**src/mvu_cfg_pkg.sv**
```systemverilog
package mvu_cfg_pkg;

    // Array geometry
    localparam int N = 8;                    // Vector length and matrix side

    // Precision of the bit-serial operands
    localparam int BPREC    = 4;             // Width of a precision field
    localparam int MAX_PREC = 8;             // Widest operand in bits
    localparam int BIDX     = 3;             // Width of a bit-plane index

    // Memory address widths
    localparam int BWADDR = 9;               // Weight memory address
    localparam int BDADDR = 15;              // Data memory address

    // Accumulator
    // Worst case is 8 columns of 255 x 255, plus a sign bit
    localparam int BACC = 21;

    // External memory timing
    localparam int MEM_RD_LATENCY = 1;       // Cycles from address to returned word

endpackage
```
**src/mvu_types_pkg.sv**
```systemverilog
package mvu_types_pkg;

    import mvu_cfg_pkg::*;

    typedef logic [BPREC-1:0]  prec_t;          // Operand precision, 1 to MAX_PREC
    typedef logic [BIDX-1:0]   bit_idx_t;       // Bit-plane index within an operand

    typedef logic [BWADDR-1:0] weight_addr_t;
    typedef logic [BDADDR-1:0] data_addr_t;

    // Row r of the weight plane is slice r, bit c of that slice is column c
    typedef logic [N*N-1:0]    weight_word_t;
    typedef logic [N-1:0]      data_word_t;     // Bit c is element c of the input plane

    typedef logic signed [BACC-1:0] acc_t;

    // One job as latched on start
    typedef struct packed {
        prec_t        w_prec;
        prec_t        i_prec;
        logic         w_signed;
        logic         d_signed;
        weight_addr_t w_base;                   // Address of weight plane 0
        data_addr_t   i_base;                   // Address of input plane 0
    } job_cfg_t;

endpackage

```
**src/plane_if.sv**
```systemverilog
`timescale 1ns/10ps

interface plane_if
    import mvu_types_pkg::*;
#(
    parameter type addr_t = data_addr_t
);

    addr_t    addr;                 // Plane address for the memory
    bit_idx_t bit_idx;              // Bit of the operand held in this plane
    logic     msb;                  // On the sign plane of the operand
    logic     last;                 // On plane 0, the walk ends here

    // Driven by an address generator
    modport src (
        output addr, bit_idx, msb, last
    );

    // Valid whenever run is high
    modport sink (
        input addr, bit_idx, msb, last
    );

endinterface

```
**src/mvu_core.sv**
```systemverilog
`timescale 1ns/10ps

module mvu_core
    import mvu_cfg_pkg::*, mvu_types_pkg::*;
(
    input  logic              clk,
    input  logic              rst_n,
    input  logic              start,
    input  prec_t             w_prec,
    input  prec_t             i_prec,
    input  logic              w_signed,
    input  logic              d_signed,
    input  weight_addr_t      w_base,
    input  data_addr_t        i_base,
    output logic              rd_en,        // Read strobe for both memories
    output weight_addr_t      w_addr,
    output data_addr_t        i_addr,
    input  weight_word_t      w_word,       // Returned one cycle after rd_en
    input  data_word_t        i_word,
    output logic              done,
    output logic              irq,
    output logic              busy,
    output logic [N*BACC-1:0] result        // Row r in slice r
);

    job_cfg_t job_in;
    job_cfg_t cfg;
    logic     load;
    logic     run;
    logic     w_wrap;
    logic     in_wrap;
    acc_t     row_acc [N];

    plane_if #(.addr_t(weight_addr_t)) w_plane ();
    plane_if #(.addr_t(data_addr_t))   d_plane ();

    assign job_in = '{w_prec: w_prec, i_prec: i_prec, w_signed: w_signed,
                      d_signed: d_signed, w_base: w_base, i_base: i_base};

    mvu_job_ctrl ctrl_inst (
        .clk     (clk),
        .rst_n   (rst_n),
        .start   (start),
        .job_in  (job_in),
        .in_wrap (in_wrap),
        .cfg     (cfg),
        .load    (load),
        .run     (run),
        .busy    (busy),
        .done    (done),
        .irq     (irq)
    );

    // Inner loop, steps every running cycle
    plane_agu #(.addr_t(weight_addr_t)) w_agu_inst (
        .clk     (clk),
        .rst_n   (rst_n),
        .load    (load),
        .base    (cfg.w_base),
        .prec    (cfg.w_prec),
        .advance (run),
        .wrap    (w_wrap),
        .plane   (w_plane)
    );

    // Outer loop, steps when the weight walk wraps
    plane_agu #(.addr_t(data_addr_t)) d_agu_inst (
        .clk     (clk),
        .rst_n   (rst_n),
        .load    (load),
        .base    (cfg.i_base),
        .prec    (cfg.i_prec),
        .advance (w_wrap),
        .wrap    (in_wrap),
        .plane   (d_plane)
    );

    plane_mac mac_inst (
        .clk      (clk),
        .rst_n    (rst_n),
        .clear    (load),
        .run      (run),
        .w_signed (cfg.w_signed),
        .d_signed (cfg.d_signed),
        .w_plane  (w_plane),
        .d_plane  (d_plane),
        .w_word   (w_word),
        .i_word   (i_word),
        .result   (row_acc)
    );

    assign rd_en  = run;
    assign w_addr = w_plane.addr;
    assign i_addr = d_plane.addr;

    for (genvar r = 0; r < N; r++) begin : g_result
        assign result[r*BACC +: BACC] = row_acc[r];
    end

endmodule

```
**src/plane_mac.sv**
```systemverilog
`timescale 1ns/10ps

module plane_mac
    import mvu_cfg_pkg::*, mvu_types_pkg::*;
(
    input  logic         clk,
    input  logic         rst_n,
    input  logic         clear,         // Zero all rows at the start of a job
    input  logic         run,
    input  logic         w_signed,
    input  logic         d_signed,
    plane_if.sink        w_plane,
    plane_if.sink        d_plane,
    input  weight_word_t w_word,        // Arrives MEM_RD_LATENCY cycles after its address
    input  data_word_t   i_word,
    output acc_t         result [N]
);

    logic                      neg;
    logic [MEM_RD_LATENCY-1:0] run_sr;
    logic [MEM_RD_LATENCY-1:0] neg_sr;
    bit_idx_t                  w_idx_sr [MEM_RD_LATENCY];
    bit_idx_t                  d_idx_sr [MEM_RD_LATENCY];
    logic                      acc_en;
    logic                      acc_neg;
    logic [BIDX:0]             shamt;       // Weight bit plus input bit, up to 14
    acc_t                      term [N];

    function automatic acc_t popcount(input data_word_t v);
        acc_t cnt;
        cnt = '0;
        for (int c = 0; c < N; c++) begin
            cnt = cnt + acc_t'(v[c]);
        end
        return cnt;
    endfunction

    // Sign planes carry negative weight in two's complement
    assign neg = (w_signed & w_plane.msb) ^ (d_signed & d_plane.msb);

    // Plane information follows the words through the memory latency
    always_ff @(posedge clk) begin
        if (!rst_n) begin
            run_sr <= '0;
        end else begin
            run_sr[0] <= run;
            for (int k = 1; k < MEM_RD_LATENCY; k++) begin
                run_sr[k] <= run_sr[k-1];
            end
        end
    end

    always_ff @(posedge clk) begin
        neg_sr[0]   <= neg;
        w_idx_sr[0] <= w_plane.bit_idx;
        d_idx_sr[0] <= d_plane.bit_idx;
        for (int k = 1; k < MEM_RD_LATENCY; k++) begin
            neg_sr[k]   <= neg_sr[k-1];
            w_idx_sr[k] <= w_idx_sr[k-1];
            d_idx_sr[k] <= d_idx_sr[k-1];
        end
    end

    assign acc_en  = run_sr[MEM_RD_LATENCY-1];
    assign acc_neg = neg_sr[MEM_RD_LATENCY-1];
    assign shamt   = {1'b0, w_idx_sr[MEM_RD_LATENCY-1]} + {1'b0, d_idx_sr[MEM_RD_LATENCY-1]};

    always_comb begin
        for (int r = 0; r < N; r++) begin
            term[r] = popcount(w_word[r*N +: N] & i_word) <<< shamt;    // Row r times one plane pair
        end
    end

    always_ff @(posedge clk) begin
        if (!rst_n || clear) begin
            for (int r = 0; r < N; r++) begin
                result[r] <= '0;
            end
        end else if (acc_en) begin
            for (int r = 0; r < N; r++) begin
                if (acc_neg) begin
                    result[r] <= result[r] - term[r];
                end else begin
                    result[r] <= result[r] + term[r];
                end
            end
        end
    end

endmodule

```
**src/mvu_job_ctrl.sv**
```systemverilog
`timescale 1ns/10ps

module mvu_job_ctrl
    import mvu_cfg_pkg::*, mvu_types_pkg::*;
(
    input  logic     clk,
    input  logic     rst_n,
    input  logic     start,         // One-cycle strobe
    input  job_cfg_t job_in,
    input  logic     in_wrap,       // Outer walk finished its last plane
    output job_cfg_t cfg,
    output logic     load,          // Job accepted this cycle
    output logic     run,
    output logic     busy,
    output logic     done,          // One-cycle pulse
    output logic     irq            // Held until the next accepted start
);

    job_cfg_t                cfg_q;
    logic                    job_end;
    logic [MEM_RD_LATENCY:0] drain_sr;      // Last reads still in flight through the MAC

    assign load    = start & ~busy;
    assign job_end = run & in_wrap;

    // The generators load on the accepting edge and need the new job already
    assign cfg = load ? job_in : cfg_q;

    always_ff @(posedge clk) begin
        if (load) begin
            cfg_q <= job_in;
        end
    end

    always_ff @(posedge clk) begin
        if (!rst_n) begin
            run      <= 1'b0;
            busy     <= 1'b0;
            done     <= 1'b0;
            irq      <= 1'b0;
            drain_sr <= '0;
        end else begin
            drain_sr[0] <= job_end;
            for (int k = 1; k <= MEM_RD_LATENCY; k++) begin
                drain_sr[k] <= drain_sr[k-1];
            end
            done <= drain_sr[MEM_RD_LATENCY];

            if (load) begin
                run  <= 1'b1;
                busy <= 1'b1;
                irq  <= 1'b0;               // A new job acknowledges the old interrupt
            end else begin
                if (job_end) begin
                    run <= 1'b0;
                end
                if (drain_sr[MEM_RD_LATENCY]) begin
                    busy <= 1'b0;           // Falls together with done
                    irq  <= 1'b1;
                end
            end
        end
    end

    // The generators keep seeing the running job when a late start arrives
    a_start_ignored_busy: assert property (
        @(posedge clk) disable iff (!rst_n)
        (start && busy) |-> $stable(cfg)
    ) else $error("start while busy changed the job seen by the generators");

    a_prec_range: assert property (
        @(posedge clk) disable iff (!rst_n)
        load |-> (job_in.w_prec inside {[1:MAX_PREC]}) &&
                 (job_in.i_prec inside {[1:MAX_PREC]})
    ) else $error("job accepted with a precision outside 1 to %0d", MAX_PREC);

endmodule

```
**src/plane_agu.sv**
```systemverilog
`timescale 1ns/10ps

module plane_agu
    import mvu_cfg_pkg::*, mvu_types_pkg::*;
#(
    parameter type addr_t = data_addr_t
) (
    input  logic  clk,
    input  logic  rst_n,
    input  logic  load,             // New job, start at the MSB plane
    input  addr_t base,
    input  prec_t prec,
    input  logic  advance,          // Step to the next lower plane
    output logic  wrap,             // Stepped past plane 0
    plane_if.src  plane
);

    bit_idx_t bit_q;
    bit_idx_t top_idx;

    assign top_idx = bit_idx_t'(prec - prec_t'(1));     // Precision 1..8 maps onto 0..7

    // Bit-plane counter runs MSB first down to plane 0
    always_ff @(posedge clk) begin
        if (!rst_n) begin
            bit_q <= '0;
        end else if (load || wrap) begin
            bit_q <= top_idx;                           // Restart so the outer loop sees a fresh walk
        end else if (advance) begin
            bit_q <= bit_q - BIDX'(1);
        end
    end

    assign plane.bit_idx = bit_q;
    assign plane.msb     = (bit_q == top_idx);
    assign plane.last    = (bit_q == '0);
    assign plane.addr    = base + addr_t'(bit_q);      // Plane b sits at base + b

    assign wrap = advance & plane.last;

    // The controller only raises run after the load edge
    a_no_advance_on_load: assert property (
        @(posedge clk) disable iff (!rst_n)
        !(advance && load)
    ) else $error("plane_agu advanced while loading a job");

endmodule

```
**config.mk**
```make
export PLATFORM = sky130hd
export DESIGN_NAME = mvu_core
export DESIGN_NICKNAME = d
export VERILOG_FILES = /design/src/mvu_cfg_pkg.sv /design/src/mvu_types_pkg.sv /design/src/plane_if.sv /design/src/mvu_core.sv /design/src/plane_mac.sv /design/src/mvu_job_ctrl.sv /design/src/plane_agu.sv
export SDC_FILE = /design/constraint.sdc
export NUM_CORES = 1
export LEC_CHECK = 0
export BUFFER_PORTS_ARGS = -buffer_cell sky130_fd_sc_hd__buf_2
export CAP_MARGIN = 20
export CORE_MARGIN = 3
export CORE_UTILIZATION = 35
export DETAILED_ROUTE_END_ITERATION = 12
export SKIP_CTS_REPAIR_TIMING = 1
export SLEW_MARGIN = 20
export SYNTH_ARGS = -nofsm -noshare
export SYNTH_HDL_FRONTEND = slang
export SYNTH_HIERARCHICAL = 1
export SYNTH_SLANG_ARGS = --single-unit
```
**constraint.sdc**
```tcl
create_clock -name clk -period 12.1 [get_ports clk]
set_input_delay 0 -clock clk [delete_from_list [all_inputs] [get_ports clk]]
set_output_delay 0 -clock clk [all_outputs]
set_load 0.005 [all_outputs]
```
==> Word-level counts from Yosys, hierarchy flattened <==
Memory sizes are Yosys's and may differ from the RTL's.
Cells that the tools add are included.
{ "word_totals": {"register_bits": 216, "mem_bits_rw": 6, "inputBits": 109, "out_inout_bits": 196, "word_cells": 159, "n_memories": 2} }
{ "op_classes": {"n_addsub": 79, "n_eq_ne": 2, "shift": 8, "mux": 17, "bitwise": 17, "reduce_logical": 11} }
{ "mem_list": {"columns": ["name", "depth", "word_bits", "rd", "rd_clocked_by_memory_dff", "wr", "line", "rtl"], "rows": [
  ["mac_inst.d_idx_sr", 1, 3, 1, 0, 1, "plane_mac.sv:23", "bit_idx_t d_idx_sr [MEM_RD_LATENCY];"],
  ["mac_inst.w_idx_sr", 1, 3, 1, 0, 1, "plane_mac.sv:22", "bit_idx_t w_idx_sr [MEM_RD_LATENCY];"]
]} }
{ "op_table": {"columns": ["operator", "count"], "rows": [
  ["$add 21x2->21", 48],
  ["$add 21x21->21", 8],
  ["$mux 21", 8],
  ["$sshl 21x4->21", 8],
  ["$sub 21x21->21", 8],
  ["$and 8x8->8", 8],
  ["$mux 34", 1],
  ["$add 1x1->2", 8],
  ["$add 15x3->15", 1],
  ["$mux 3", 4],
  ["$sub 3x1->3 const B", 4],
  ["$add 9x3->9", 1],
  ["$reduce_bool 2->1", 4],
  ["$and 1x1->1", 6],
  ["$eq 3x3->1", 2],
  ["$logic_not 3->1", 2],
  ["$add 3x3->4", 1],
  ["$mux 1", 4],
  ["$logic_or 1x1->1", 3],
  ["$not 1->1", 2],
  ["$reduce_or 2->1", 1],
  ["$logic_not 1->1", 1],
  ["$xor 1x1->1", 1]
]} }

==> Logic depth before layout (Yosys ltp) <==
Gate-level depths: netlist (run 1).
{ "logic_depth": {"ltp_word": 11, "mapped_depth": 27, "depth_no_buf": 27} }

==> Cells and area by module <==
The synthesis (run 1) kept the hierarchy.
{ "modules_own_cells": {"columns": ["mod", "n_inst", "cells_each", "area_each_um2", "seq_area_each_um2"], "rows": [
  ["plane_mac", 1, 2769, 20757.4, 3523.4],
  ["mvu_job_ctrl", 1, 89, 1421.4, 800.8],
  ["plane_agu at d_agu_inst", 1, 74, 564.3, 60.1],
  ["plane_agu at w_agu_inst", 1, 62, 464.2, 60.1]
]} }

==> Least setup slack after synthesis (run 1) <==
No wires, ideal clock.
{ "synth_path": {"path_type": "input to register", "start": "input port i_word[0]", "end": "register mac_inst/result[41] (netlist bit)", "setup_time_ns": 0.116, "arrival_time_ns": 6.207, "required_ns": 11.984, "path_slack_ns": 5.777, "stages": 25, "n_path_buf": 0, "cell_sequence": "and2_1 > fa_1 > inv_1 > fa_1 > fa_1 > inv_1 > ha_1 > fa_1 > mux2_2 > a22o_1 > a211oi_1 > o21ai_1 > a2111oi_2 > a21oi_1 > xor2_1 > ha_1 > and3_1 > a221o_1 > a2111o_1 > o21ai_0 > a21oi_1 > a31oi_1 > xor2_1 > a21oi_1 > a31o_2"} }
{ "synth_via": {"elab_chain_len": 11, "word_cells_on_any_way": 12} }
{ "synth_lines": {"columns": ["element", "line", "rtl"], "rows": [
  ["start, declared", "mvu_core.sv:19", "input data_word_t i_word,"],
  ["$and 8x8->8 *", "plane_mac.sv:70", "term[r] = popcount(w_word[r*N +: N] & i_word) <<< shamt;"],
  ["$add 1x1->2 *", "plane_mac.sv:33", "cnt = cnt + acc_t'(v[c]);"],
  ["$add 21x2->21 * (6 in series)", "plane_mac.sv:33", null],
  ["$sshl 21x4->21 *", "plane_mac.sv:70", null],
  ["$add 21x21->21 / $sub 21x21->21 (equally long branches)", "plane_mac.sv:84, plane_mac.sv:82", null],
  ["$mux 21 *", "plane_mac.sv:81", "if (acc_neg) begin"],
  ["end signal, assigned by index", "plane_mac.sv:82", "result[r] <= result[r] - term[r];"],
  ["end signal, assigned by index", "plane_mac.sv:84", "result[r] <= result[r] + term[r];"],
  ["end, declared", "plane_mac.sv:16", "output acc_t result [N]"]
]} }
Mark *: on every way between the ends. The rest lies on a longest branch, timed or not.
A chain may end at the register's enable or synchronous reset.

==> Worst setup path after layout (run 1) <==
{ "layout_path": {"start": "input port i_word[0]", "end": "register mac_inst/result[167] (netlist bit)"} }
Same word-level chain as after synthesis.

==> results of run 1 <==
per-stage QoR:
stage / hold slack (ns) / cell area (um2)
after floorplan: 0.1175 / 23140
after global placement: 0.2464 / 25440
after detailed placement: 0.2453 / 25440
after CTS: -0.3773 / 26450
after global routing: 0.1980 / 26780
final: 0.1738 / 26780
layer usage:
metal	part of all wire, %	global-route usage (%)	wire [um]
met1	44	29.11	34700
met2	45	35.49	35430
met3	8.7	5.299	6951
met4	3.1	6.243	2429
met5	0	0	0
final cells by class:
cell class | instances | share of cell area [%]
clock buffers | 37 | 2.971
well taps | 855 | 3.995
repair buffers | 367 | 7.774
multi-input cells | 2516 | 66.20
inverters | 127 | 1.780
clock inverters | 14 | 0.8083
flip-flops and latches | 220 | 16.47
power breakdown:
part / total [uW] / switching (uW) / internal (uW)
Combinational: 5680 / 3310 / 2370
Sequential: 918 / 105 / 812
Clock: 931 / 362 / 569
Total: 7530 / 3780 / 3750
sequential cells by signal, summed over array words and instances, names as in the netlist, 2 cells and up:
register,count
ctrl_inst/cfg_q,32
ctrl_inst/drain_sr,2
d_agu_inst/plane.bit_idx,3
mac_inst/d_idx_sr,3
mac_inst/result,168
mac_inst/w_idx_sr,3
w_agu_inst/plane.bit_idx,3
path summary, 6_finish.rpt:
check | start | to | cells past startpoint | slack [ns]
worst max-delay path | i_word[0] | mac_inst/result[167] | 27 | 5.13
worst min-delay path | start | ctrl_inst/busy | 3 | 0.17
worst max register to register | mac_inst/w_idx_sr[0][0] | mac_inst/result[62] | 20 | 5.41
worst min register to register | ctrl_inst/drain_sr[0] | ctrl_inst/drain_sr[1] | 1 | 0.43
critical path: stages:
cell and delay [ns]:
buf_2 0.24, and2_1 0.22, fa_1 0.53, inv_1 0.05, fa_1 0.63, fa_1 0.58, inv_1 0.04, ha_1 0.22
fa_1 0.39, xor2_1 0.20, mux2i_1 0.23, o21ai_0 0.26, a22oi_1 0.46, nand3_1 0.23, a211oi_1 0.50, a21oi_1 0.12
o21ai_0 0.18, o21a_1 0.18, ha_1 0.28, a21o_1 0.20, a21o_1 0.17, a211oi_1 0.27, o21ai_0 0.20, a211oi_1 0.50
nor3_1 0.12, a311oi_1 0.29, nand4b_1 0.12
placed cells by master, fill, tap and decap left out, types with 16 or more instances in the layout:
cell type	instances
fa_1	42
a22oi_1	16
o31ai_1	22
o21a_1	47
o22ai_1	24
a21o_1	57
buf_4	32
nor2_1	337
o21ai_0	154
dlygate4sd3_1	33
buf_2	302
nand3_1	57
xor2_1	127
xnor2_1	154
nand2b_1	33
a31oi_1	52
inv_1	126
a21oi_1	239
nand2_1	286
a211oi_1	48
nor3_1	52
o211ai_1	26
or3_1	17
clkbuf_16	29
mux2_4	26
mux2i_1	87
nor2b_1	35
and3_1	25
and2_1	66
nand4_1	20
dfxtp_1	218
ha_1	206
==> flow_metrics.env, run 1 <==
export IMPL_fin_skew_ns=0.01736
export IMPL_portBuffers=302
export IMPL_wire_per_inst_um=19.22
export IMPL_postSynthCellCount=2990
export IMPL_hp_class="primary input to flip-flop"
export IMPL_core_um2=64930
export IMPL_htreeDepth=1
export IMPL_vias=22630
export IMPL_power_density_nw_per_um2=281.2
export IMPL_rows=93
export IMPL_fin_cells=4136
export IMPL_totalWireLength_mm=79.50
export IMPL_timing_final_crit_share_pct=57.58
export IMPL_slew_violations=0
export IMPL_fillCellCount=6730
export IMPL_syn_area_um2=23140
export IMPL_outcome="finished clean"
export IMPL_start_kind="primary input"
export IMPL_final_antenna_net_count=0
export IMPL_root_buffer="clkbuf_16"
export IMPL_cp_required_ns=12.55
export IMPL_cts_tree="built"
export IMPL_tightest_slew_ns=1.074
export IMPL_grt_max_degree=74
export IMPL_grt_pass1_vias=21130
export IMPL_die_h_um=263.1
export IMPL_grt_pass1_wl_mm=122.6
export IMPL_area_growth_pct=15.73
export IMPL_finalSetupTns_ns=0
export IMPL_cts_buffer_depth=3
export IMPL_syn_nets=3349
export IMPL_max_freq_ghz=0.1435
export IMPL_drt_first_pass_iters=6
export IMPL_fp_dieArea_um2=69240
export IMPL_dp_cells=4052
export IMPL_maxSlewHeadroom_pct=28.14
export IMPL_vdd_drop_max_uv=136.9
export IMPL_die_w_um=263.1
export IMPL_boundaryPins=305
export IMPL_period_minus_slack_ns=6.967
export IMPL_cts_sinks=220
export IMPL_path_class="primary input to flip-flop"
export IMPL_cap_violations=0
export IMPL_multiInputGateArea_um2=17730
export IMPL_pre_cts_ws_ns=4.665
export IMPL_avgSynthCellArea_um2=7.739
export IMPL_drt_iter0_drc=1687
export IMPL_hold_violations=0
export IMPL_critPathMaxFanout=8
export IMPL_vias_per_cell=5.471
export IMPL_timing_final_ws_setup_ns=5.133
export IMPL_p_leak_uw=0.01200
export IMPL_dp_final_hpwl_mm=60.07
export IMPL_post_route_util_pct=41.25
export IMPL_start_util_pct=35.64
export IMPL_yosysWarnings=6
export IMPL_diodes=0
export IMPL_drive_above_1_share_pct=15.00
export IMPL_endpoint_kind="flip-flop"
export IMPL_gp_congestion=0.8914
export IMPL_overflow=0
export IMPL_clkLatencyLatePin_ns=0.58
export IMPL_rsz0062_at_grt="no"
export IMPL_antenna_found_initial=1
export IMPL_numCtsBuffers=29
export IMPL_fin_nets=3620
export IMPL_clkTransAtPathRegs_ns=0.06
export IMPL_setup_viol=0
export IMPL_grt_usage_pct=21.97
export IMPL_cp_arrival_ns=7.41
export IMPL_power_uw=7532
export IMPL_drc=0
export IMPL_seq_area_um2=4412
(Power assumes the default switching activity.)
==> run 2, diff against run 1 <==
- clock period: 12.1 -> 5.82 ns (I/O delays scaled with it)
==> flow_metrics.env, run 2 (synthesis results as in run 1) <==
export IMPL_clkLatencyLatePin_ns=0.60
export IMPL_numCtsBuffers=29
export IMPL_fin_nets=4282
export IMPL_clkTransAtPathRegs_ns=0.07
export IMPL_cts_buffer_depth=3
export IMPL_maxSlewHeadroom_pct=28.57
export IMPL_cp_required_ns=6.32
export IMPL_power_density_nw_per_um2=620.9
export IMPL_critPathLaunch="i_word[3]"
export IMPL_final_cell_area_um2=32940
export IMPL_fp_dieArea_um2=69240
export IMPL_outcome="finished with violations"
export IMPL_die_h_um=263.1
export IMPL_period_minus_slack_ns=5.854
export IMPL_critPathMaxFanout=7
export IMPL_path_class="primary input to flip-flop"
export IMPL_cap_violations=0
export IMPL_core_um2=64930
export IMPL_drt_iter0_drc=1479
export IMPL_boundaryPins=305
export IMPL_cts_tree="built"
export IMPL_p_leak_uw=0.01552
export IMPL_rows=93
export IMPL_setup_viol=1
export IMPL_violations="negative setup slack"
export IMPL_holdCritStartpoint="w_base[8]"
export IMPL_power_uw=20450
export IMPL_start_kind="primary input"
export IMPL_top_register="mac_inst/result"
export IMPL_grt_pass1_wl_mm=131.4
export IMPL_grt_pass1_vias=24170
export IMPL_hp_class="primary input to flip-flop"
export IMPL_hold_slack_ns=0.1808
export IMPL_grt_max_degree=73
export IMPL_slew_violations=0
export IMPL_worstReg2RegStart="mac_inst/w_idx_sr[0][0]"
export IMPL_reg2regPathDepth=20
export IMPL_top_regs="mac_inst/result: 168 flops, ctrl_inst/cfg_q: 32 flops"
export IMPL_layout_common_cells="buf_4 (688), nor2_1 (330), buf_2 (299)"
export IMPL_fin_cells=4804
export IMPL_drive_above_1_share_pct=33.96
export IMPL_vias=25480
export IMPL_largest_reg_flops=168
export IMPL_hold_depth=3
export IMPL_pre_cts_ws_ns=-0.6691
export IMPL_rsz0062_at_grt="yes"
export IMPL_grt_usage_pct=23.37
export IMPL_placed_area_um2=30610
export IMPL_tightest_slew_ns=1.068
export IMPL_wire_per_inst_um=18.03
export IMPL_drt_first_pass_iters=8
export IMPL_area_growth_pct=42.34
export IMPL_overflow=0
export IMPL_antenna_found_initial=4
export IMPL_root_buffer="clkbuf_16"
export IMPL_totalWireLength_mm=86.64
export IMPL_portBuffers=302
export IMPL_cts_sinks=220
export IMPL_htreeDepth=1
export IMPL_gp_congestion=0.9273
export IMPL_timing_final_ws_setup_ns=-0.03379
export IMPL_cp_arrival_ns=6.35
export IMPL_fin_skew_ns=0.01071
export IMPL_start_util_pct=35.64
export IMPL_hold_violations=0
export IMPL_vdd_drop_max_uv=370.2
export IMPL_vias_per_cell=5.305
export IMPL_drc=0
export IMPL_dp_final_hpwl_mm=66.36
export IMPL_final_antenna_net_count=0
export IMPL_dp_cells=4686
export IMPL_die_w_um=263.1
export IMPL_endpoint_kind="flip-flop"
export IMPL_mostFrequentLayoutCell="buf_4"
export IMPL_max_freq_ghz=0.1708
export IMPL_timing_final_crit_share_pct=100.6
run 2: per-layer routing:
metal	part of all wire, %	global-route usage (%)	wire length [um]	vias up
met2	46	39.42	40220	723
met1	43	29.91	37560	11990
met3	6.5	4.028	5631	159
met4	3.7	8.449	3235	0
met5	0	0	0	-
li1	-	-	-	12610
run 2: report_power, final:
| part | switching (uW) | internal, uW |
|---|---|---|
| Clock | 783 | 1190 |
| Combinational | 8220 | 8400 |
| Sequential | 173 | 1690 |
run 2: final cells by class:
cell class              instances  area (um2)
diodes                          3       7.507
multi-input cells            2516       18830
clock inverters                17       200.2
inverters                     127       476.7
clock buffers                  37       835.8
repair buffers               1029        7111
flip-flops and latches        220        4412
well taps                     855        1070
fillers                      6371       31990
run 2: path summary, 6_finish.rpt:
kind | to | slack [ns]
setup / recovery | mac_inst/result[41] | -0.03
setup reg to reg | mac_inst/result[41] | 0.24
hold / removal | ctrl_inst/cfg_q[23] | 0.18
hold reg to reg | mac_inst/w_idx_sr[0][1] | 0.43
run 2: through the flow:
step	utilization, %	setup TNS [ns]
floorplan	-	-0.08204
global placement	47.14	-23.24
detailed placement	47.14	-25.92
CTS	48.73	-0.08882
global route	50.73	-0.9294
finish	50.73	-0.03379
run 2: worst max-delay path: stages:
cell and delay, ns:
buf_2 0.14, and2_1 0.15, fa_1 0.49, inv_1 0.05, fa_1 0.45, fa_1 0.58, inv_1 0.07, ha_2 0.20
fa_2 0.40, xor2_4 0.18, a221o_1 0.40, a22oi_2 0.26, nor2_4 0.09, nor3b_4 0.28, buf_4 0.16, mux2i_1 0.17
o211ai_1 0.13, ha_1 0.33, a21o_1 0.19, a221o_1 0.38, a2111o_1 0.31, o21ai_2 0.18, a21oi_2 0.09, a31oi_2 0.15
xor2_1 0.19, a21oi_1 0.08, a31o_2 0.24
